--- src/logic/common.sv ---
package common;

        // Major opcodes in instruction bits 6:0.
        localparam logic [6:0] LOAD    = 7'b0000011;
        localparam logic [6:0] LOAD_FP = 7'b0000111;
        localparam logic [6:0] OP_IMM  = 7'b0010011;
        localparam logic [6:0] OP      = 7'b0110011;
        localparam logic [6:0] STORE   = 7'b0100011;
        localparam logic [6:0] BRANCH  = 7'b1100011;
        localparam logic [6:0] U_LUI   = 7'b0110111;
        localparam logic [6:0] U_AUIPC = 7'b0010111;
        localparam logic [6:0] JAL     = 7'b1101111;
        localparam logic [6:0] JALR    = 7'b1100111;

        // Base instruction formats; ILLEGAL_TYPE covers every unknown opcode.
        typedef enum logic [2:0] {
                R_TYPE,
                I_TYPE,
                S_TYPE,
                B_TYPE,
                U_TYPE,
                J_TYPE,
                ILLEGAL_TYPE
        } instruction_op_type;

        // Branch conditions carried in funct3 at instruction bits 14:12.
        localparam logic [2:0] BEQ  = 3'b000;
        localparam logic [2:0] BNE  = 3'b001;
        localparam logic [2:0] BLT  = 3'b100; // Signed.
        localparam logic [2:0] BGE  = 3'b101; // Signed.
        localparam logic [2:0] BLTU = 3'b110;
        localparam logic [2:0] BGEU = 3'b111;

endpackage

--- src/logic/decode_pkg.sv ---
package decode_pkg;

        localparam int LANES  = 4;
        localparam int LANE_W = 2;
        localparam int ADDR_W = 8; // APB address width.

        // Register map in byte addresses.
        localparam logic [ADDR_W-1:0] REG_RS1         = 8'h00;
        localparam logic [ADDR_W-1:0] REG_RS2         = 8'h04;
        localparam logic [ADDR_W-1:0] REG_INSTR       = 8'h08;
        localparam logic [ADDR_W-1:0] REG_RESULT_BASE = 8'h10; // Lane k at base plus 4k.

        // Datapath control bits from mem_write in bit 5 down to branch_taken in bit 0.
        typedef struct packed {
                logic mem_write;
                logic mem2reg;
                logic reg_write;
                logic alu_src;
                logic is_branch;
                logic branch_taken;
        } ctrl_word_t;

        typedef struct packed {
                logic        valid;
                logic [31:0] instr;
                logic [31:0] rs1;
                logic [31:0] rs2;
        } lane_req_t;

        typedef struct packed {
                logic                      valid;
                common::instruction_op_type optype;
                ctrl_word_t                ctrl;
        } lane_res_t;

endpackage

--- src/logic/control_unit.sv ---
`timescale 1ns/1ps

module control_unit (
        input  logic [6:0]                 opcode,
        input  common::instruction_op_type optype,
        input  logic [2:0]                 funct3,
        input  logic [31:0]                rs1_data,
        input  logic [31:0]                rs2_data,
        output decode_pkg::ctrl_word_t     ctrl
);

logic eq_flag;
logic lt_flag;
logic ltu_flag;
logic take;

assign eq_flag  = (rs1_data == rs2_data);
assign lt_flag  = ($signed(rs1_data) < $signed(rs2_data));
assign ltu_flag = (rs1_data < rs2_data);

// Greater-or-equal is the complement of less-than in both signed and unsigned forms.
always_comb
begin
        case (funct3)
                common::BEQ:  take = eq_flag;
                common::BNE:  take = !eq_flag;
                common::BLT:  take = lt_flag;
                common::BGE:  take = !lt_flag;
                common::BLTU: take = ltu_flag;
                common::BGEU: take = !ltu_flag;
                default:      take = 1'b0; // Reserved funct3 codes never branch.
        endcase
end

always_comb
begin
        ctrl = '0;
        case (optype)
                common::R_TYPE:
                        ctrl.reg_write = 1'b1;
                common::I_TYPE:
                begin
                        ctrl.reg_write = 1'b1;
                        ctrl.alu_src   = 1'b1;
                        if (opcode == common::LOAD || opcode == common::LOAD_FP)
                                ctrl.mem2reg = 1'b1;
                end
                common::S_TYPE:
                begin
                        ctrl.alu_src   = 1'b1;
                        ctrl.mem_write = 1'b1;
                end
                common::B_TYPE:
                begin
                        ctrl.is_branch    = 1'b1;
                        ctrl.branch_taken = take;
                end
                common::U_TYPE:
                        if (opcode == common::U_LUI)
                        begin
                                ctrl.reg_write = 1'b1; // AUIPC leaves the word clear.
                                ctrl.alu_src   = 1'b1;
                        end
                common::J_TYPE:
                        ctrl.branch_taken = 1'b1;
                default:
                        ctrl = '0;
        endcase
end

endmodule

--- src/logic/decode_lane.sv ---
`timescale 1ns/1ps

module decode_lane (
        input  logic                  clk,
        input  logic                  rst,
        input  decode_pkg::lane_req_t req,
        output decode_pkg::lane_res_t res
);

logic [6:0]                 opcode;
logic [2:0]                 funct3;
common::instruction_op_type optype;
decode_pkg::ctrl_word_t     ctrl;

assign opcode = req.instr[6:0];
assign funct3 = req.instr[14:12];

always_comb
begin
        case (opcode)
                common::OP:
                        optype = common::R_TYPE;
                common::OP_IMM, common::LOAD, common::LOAD_FP, common::JALR:
                        optype = common::I_TYPE;
                common::STORE:
                        optype = common::S_TYPE;
                common::BRANCH:
                        optype = common::B_TYPE;
                common::U_LUI, common::U_AUIPC:
                        optype = common::U_TYPE;
                common::JAL:
                        optype = common::J_TYPE;
                default:
                        optype = common::ILLEGAL_TYPE;
        endcase
end

control_unit u_control_unit (
        .opcode   (opcode),
        .optype   (optype),
        .funct3   (funct3),
        .rs1_data (req.rs1),
        .rs2_data (req.rs2),
        .ctrl     (ctrl)
);

always_ff @(posedge clk)
begin
        if (rst)
                res.valid <= 1'b0;
        else
        begin
                res.valid <= req.valid;
                if (req.valid)
                begin
                        res.optype <= optype; // Held until the next request.
                        res.ctrl   <= ctrl;
                end
        end
end

endmodule

--- src/logic/ctrl_collect.sv ---
`timescale 1ns/1ps

module ctrl_collect (
        input  logic                                          clk,
        input  logic                                          rst,
        input  decode_pkg::lane_res_t [decode_pkg::LANES-1:0] lane_res,
        input  logic [decode_pkg::LANES-1:0]                  rd_clear,
        output decode_pkg::lane_res_t [decode_pkg::LANES-1:0] results
);

// One slot per lane.  A fresh result replaces whatever is still unread,
// and a read in the same cycle loses to the load.
always_ff @(posedge clk)
begin
        for (int k = 0; k < decode_pkg::LANES; k++)
        begin
                if (rst)
                        results[k].valid <= 1'b0;
                else if (lane_res[k].valid)
                begin
                        results[k].valid  <= 1'b1;
                        results[k].optype <= lane_res[k].optype;
                        results[k].ctrl   <= lane_res[k].ctrl;
                end
                else if (rd_clear[k])
                        results[k].valid <= 1'b0; // Payload stays for debug reads.
        end
end

endmodule

--- src/logic/apb_dispatch.sv ---
`timescale 1ns/1ps

module apb_dispatch (
        input  logic                                          clk,
        input  logic                                          rst,
        input  logic [decode_pkg::ADDR_W-1:0]                 paddr,
        input  logic                                          psel,
        input  logic                                          penable,
        input  logic                                          pwrite,
        input  logic [31:0]                                   pwdata,
        output logic [31:0]                                   prdata,
        output logic                                          pready,
        output logic                                          pslverr,
        input  decode_pkg::lane_res_t [decode_pkg::LANES-1:0] results,
        output decode_pkg::lane_req_t [decode_pkg::LANES-1:0] reqs,
        output logic [decode_pkg::LANES-1:0]                  rd_clear
);

logic [31:0]                   rs1_q;
logic [31:0]                   rs2_q;
logic [decode_pkg::LANE_W-1:0] rr_ptr;
logic [decode_pkg::LANE_W-1:0] res_lane;
logic                          access;
logic                          hit_rs1;
logic                          hit_rs2;
logic                          hit_instr;
logic                          hit_result;
logic                          bad_access;

assign pready  = 1'b1; // No wait states.
assign access  = psel & penable;

assign hit_rs1   = (paddr == decode_pkg::REG_RS1);
assign hit_rs2   = (paddr == decode_pkg::REG_RS2);
assign hit_instr = (paddr == decode_pkg::REG_INSTR);

// Result window is word aligned; the lane index sits just above the byte offset.
assign res_lane   = paddr[decode_pkg::LANE_W+1:2];
assign hit_result = (paddr[decode_pkg::ADDR_W-1:decode_pkg::LANE_W+2] ==
                decode_pkg::REG_RESULT_BASE[decode_pkg::ADDR_W-1:decode_pkg::LANE_W+2]) &&
                (paddr[1:0] == 2'b00);

assign bad_access = !(hit_rs1 || hit_rs2 || hit_instr || hit_result) || (pwrite && hit_result);
assign pslverr    = access & bad_access;

assign rd_clear = (access && !pwrite && hit_result) ?
                ({{(decode_pkg::LANES-1){1'b0}}, 1'b1} << res_lane) : '0;

always_comb
begin
        prdata = '0;
        if (hit_rs1)
                prdata = rs1_q;
        else if (hit_rs2)
                prdata = rs2_q;
        else if (hit_result)
        begin
                prdata[31]  = results[res_lane].valid;
                prdata[8:6] = results[res_lane].optype;
                prdata[5:0] = results[res_lane].ctrl;
        end
end

always_ff @(posedge clk)
begin
        if (access && pwrite && hit_rs1)
                rs1_q <= pwdata;
        if (access && pwrite && hit_rs2)
                rs2_q <= pwdata;
end

always_ff @(posedge clk)
begin
        if (rst)
        begin
                rr_ptr <= '0;
                for (int k = 0; k < decode_pkg::LANES; k++)
                        reqs[k].valid <= 1'b0;
        end
        else
        begin
                for (int k = 0; k < decode_pkg::LANES; k++)
                        reqs[k].valid <= 1'b0; // Requests last a single cycle.
                if (access && pwrite && hit_instr)
                begin
                        reqs[rr_ptr].valid <= 1'b1;
                        reqs[rr_ptr].instr <= pwdata;
                        reqs[rr_ptr].rs1   <= rs1_q;
                        reqs[rr_ptr].rs2   <= rs2_q;
                        rr_ptr             <= rr_ptr + 1'b1; // Wraps after the last lane.
                end
        end
end

endmodule

--- src/logic/decode_cluster.sv ---
`timescale 1ns/1ps

module decode_cluster (
        input  logic                          clk,
        input  logic                          rst,
        input  logic [decode_pkg::ADDR_W-1:0] paddr,
        input  logic                          psel,
        input  logic                          penable,
        input  logic                          pwrite,
        input  logic [31:0]                   pwdata,
        output logic [31:0]                   prdata,
        output logic                          pready,
        output logic                          pslverr
);

decode_pkg::lane_req_t [decode_pkg::LANES-1:0] reqs;
decode_pkg::lane_res_t [decode_pkg::LANES-1:0] lane_res;
decode_pkg::lane_res_t [decode_pkg::LANES-1:0] results;
logic [decode_pkg::LANES-1:0]                  rd_clear;

apb_dispatch u_dispatch (
        .clk      (clk),
        .rst      (rst),
        .paddr    (paddr),
        .psel     (psel),
        .penable  (penable),
        .pwrite   (pwrite),
        .pwdata   (pwdata),
        .prdata   (prdata),
        .pready   (pready),
        .pslverr  (pslverr),
        .results  (results),
        .reqs     (reqs),
        .rd_clear (rd_clear)
);

for (genvar g = 0; g < decode_pkg::LANES; g++)
begin : lane_gen
        decode_lane u_lane (
                .clk (clk),
                .rst (rst),
                .req (reqs[g]),
                .res (lane_res[g])
        );
end

ctrl_collect u_collect (
        .clk      (clk),
        .rst      (rst),
        .lane_res (lane_res),
        .rd_clear (rd_clear),
        .results  (results)
);

endmodule

--- config.mk ---
export PLATFORM = sky130hd
export DESIGN_NAME = decode_cluster
export DESIGN_NICKNAME = d
export VERILOG_FILES = /design/src/logic/common.sv /design/src/logic/decode_pkg.sv /design/src/logic/control_unit.sv /design/src/logic/decode_lane.sv /design/src/logic/ctrl_collect.sv /design/src/logic/apb_dispatch.sv /design/src/logic/decode_cluster.sv
export SDC_FILE = /design/constraint.sdc
export NUM_CORES = 1
export LEC_CHECK = 0
export ABC_AREA = 1
export BUFFER_PORTS_ARGS = -buffer_cell sky130_fd_sc_hd__buf_4
export CORE_ASPECT_RATIO = 1.5
export CORE_MARGIN = 2
export CORE_UTILIZATION = 30
export DETAILED_ROUTE_END_ITERATION = 6
export PLACE_DENSITY = 0.44
export SYNTH_ARGS = -nofsm -noshare
export SYNTH_HDL_FRONTEND = slang
export SYNTH_SLANG_ARGS = --single-unit
--- constraint.sdc ---
create_clock -name clk -period 6.15 [get_ports clk]
set_input_delay 1.23 -clock clk [delete_from_list [all_inputs] [get_ports clk]]
set_output_delay 1.23 -clock clk [all_outputs]
set_load 0.1 [all_outputs]
==> run_results.csv <==
group,metric,value,unit
pwr,power_density,263,nW/µm²
clock_tree,cts_root_buf,"clkbuf_16",
logic_synthesis,syn_avg_cell_area,11.5,µm²
logic_synthesis,yosys.area.top_type,"edfxtp_1",
pwr,total_power,6.03,mW
placement,gp_congestion,0.803,
clock_tree,post_cts_resized,0,
route,drc_errors,0,
clock_tree,ctsHtreeMaxLevel,2,
clock_tree,clk_pin_slew,0.06,ns
cells_and_area,layout.cells.non_filler,2740,
logic_synthesis,synth_top_area_share,65.5,%
route,first_iter_violations,679,
setup_path,worstPathRequired,4.92,ns
clock_tree,cts_sinks,446,
route,via_count,11900,
floorplanning,num_rows,115,
sta,fmax,0.222,GHz
outcome,status,"finished, final reports clean",
logic_synthesis,synthTopCellsByArea,"edfxtp_1 65%, ha_1 8.3%, nand2_1 7.2%",
floorplanning,start_util,30.3,%
setup_path,arrival,3.28,ns
floorplanning,die_h,319,µm
logic_synthesis,synth_edf_count,432,
pwr,vdd_ir_drop_max,0.000194,V
setup_path,worstSetupPathType,"input port to primary output",
min_path,hold_class,"register to register",
sta,fin_skew,0.0136,ns
sta,relSlewSlack,33.7,%
global_route,grt_pass1_vias,12100,
logic_synthesis,synth_seq_cells,446,
job,drv_cap,0,
pwr,p_leak,9.77,nW
cells_and_area,area_growth,15.8,%
setup_path,cp_max_fo,21,
clock_tree,postCtsHoldBufs,0,
sta,hold_violations,0,
sta,finalSetupTns,0,ns
sta,worst_slew_pin_slew,0.994,ns
setup_path,worstSetupEndpointType,"primary output",
route,drt_wl_total,48.3,mm
logic_synthesis,synth_cells,1723,
clock_tree,clockBufferDepth,3,
floorplanning,die_width,214,µm
clock_tree,cts_tree,"yes",
route,wl_per_cell,17.6,µm
clock_tree,clk_latency,0.57,ns
setup_path,startpoint_type,"input port",
sta,setup_viol,0,
route,vias_per_cell,4.34,
cells_and_area,finalNetCount,2008,
clock_tree,cts_setup_buffers,0,
floorplanning,die_area,68100,µm²
cells_and_area,layout-drive-gt1-share,9.77,%
setup_path,crit_top_cell,"buf_4",
global_route,antenna_found_initial,2,
placement,hpwlAfterDp,33.9,mm
floorplanning,coreArea,65500,µm²
clock_tree,numCtsBuffers,45,
logic_synthesis,syn_area,19800,µm²
setup_path,cp_slowest_cell,"nor2_4",
placement,port_buffers,77,
global_route,grt_pass1_wl,71.9,mm
global_route,grt_max_degree,68,
sta,period_share,73.3,%
setup_path,path_cells,"buf_4, nor2_1, nand3_1, nor2_4, buf_4, nand2_1, nand3_1, buf_4",
global_route,grt_usage,14.4,%
cells_and_area,fillers,6549,
global_route,gr-total-overflow,0,
logic_synthesis,yosys_warnings,0,
floorplanning,ios,79,
route,ant_nets,0,
logic_synthesis,synth-main-ff-cell,"edfxtp_1",
setup_path,max_stage_delay,0.46,ns
logic_synthesis,synthArstFlopShare,0,%
logic_synthesis,syn-num-nets,1900,
logic_synthesis,synth_cell_types,40,
sta,final_max_slew_viol_count,0,
sta,rsz0062_at_grt,"no",
cells_and_area,diodes,0,
placement,place_inst,2661,
logic_synthesis,synth_seq_area_share,66.9,%
sta,period_needed,4.51,ns
route,drt_first_pass_iters,5,
## routing by layer
layer  share of wire, %  wire [µm]  global-route usage, %
met1                 41      19800                   17.0
met2                 53      25600                   26.6
met3                3.4       1630                   2.33
met4                2.5       1220                   4.29
met5              0.033         16                      0
## layout make-up
cell class	instances	area (µm²)	area share, %
clock buffers	55	1210	5.26
clock inverters	24	189	0.824
inverters	370	1390	6.06
multi-input cells	877	5110	22.3
flip-flops and latches	446	13300	57.8
well taps	877	1100	4.78
repair buffers	91	696	3.03
## kinds of logic after synthesis
logic type	synth area share [%]
AND/OR/NAND/NOR	12.3
adder cells (fa/ha/maj)	8.34
buffers and inverters	7.64
AO/OA/AOI/OAI	4.83
other	0.0189
flip-flops	66.9
## sequential cells by signal, summed over array words and instances (netlist names)
| register | cells |
|---|---|
| u_collect.results | 40 |
| lane_gen.u_lane.res | 40 |
| u_dispatch.rs2_q | 32 |
| u_dispatch.reqs | 300 |
| u_dispatch.rr_ptr | 2 |
| u_dispatch.rs1_q | 32 |
## placed cells by master (no fill, tap or decap), drive strengths merged, types with 2 or more instances in the layout
cell	count
buf	91
a31o	2
a22o	22
o22ai	2
dfxtp	14
nor2	120
a22oi	10
or2	2
nand4	15
clkbuf	55
nor3	17
bufinv	3
a21oi	68
ha	132
nand3	53
edfxtp	432
nand2	384
o21a	8
a21o	5
clkinv	20
nor4	3
o21bai	3
inv	371
a211oi	5
o21ai	18
## cell usage after synthesis, types with 3 or more instances
library cell and n:
nor2_1 115, o21ai_0 16, nand2_2 4, a21o_1 5
nand2_1 380, nor3_1 17, buf_2 6, o21a_1 8
clkbuf_1 21, a22oi_1 10, a22o_1 22, nand3_1 53
a211oi_1 5, nor2_2 4, dfxtp_1 14, ha_1 132
nand4_1 14, inv_1 370, a21oi_1 65, edfxtp_1 432
o21bai_1 3, a21oi_2 3
## final timing paths
| check | startpoint | to | slack, ns | cells past startpoint |
|---|---|---|---|---|
| hold / removal | lane_gen[3].u_lane.res[5] | u_collect.results[35] | 0.41 | 0 |
| hold reg to reg | lane_gen[3].u_lane.res[5] | u_collect.results[35] | 0.41 | 0 |
| setup reg to reg | u_dispatch.rr_ptr[0] | u_dispatch.reqs[10] | 3.04 | 5 |
| setup / recovery | paddr[1] | prdata[3] | 1.64 | 8 |
## through the flow
stage	setup WS, ns	util [%]	cell area (µm²)	hold slack [ns]
3_3_place_gp	1.68	32.9	21500	0.403
6_report	1.64	35.0	22900	0.412
3_5_place_dp	1.64	32.9	21500	0.405
4_1_cts	1.63	35.0	22900	0.411
5_1_grt	1.49	35.0	22900	0.417
2_1_floorplan	0.643	-	19800	0.400
## worst max-delay path: cells and delay by family
| family | cells | cell delay (ns) |
|---|---|---|
| simple gates | 5 | 1.16 |
| buf+inv | 3 | 0.85 |
## power breakdown
part           internal [mW]  total, mW  switching (mW)
clock                   1.51       2.67            1.15
sequential              3.29       3.29        0.000589
combinational         0.0258     0.0727          0.0469
total                   4.83       6.03            1.20
No activity file was read; power rests on OpenSTA's default activity.
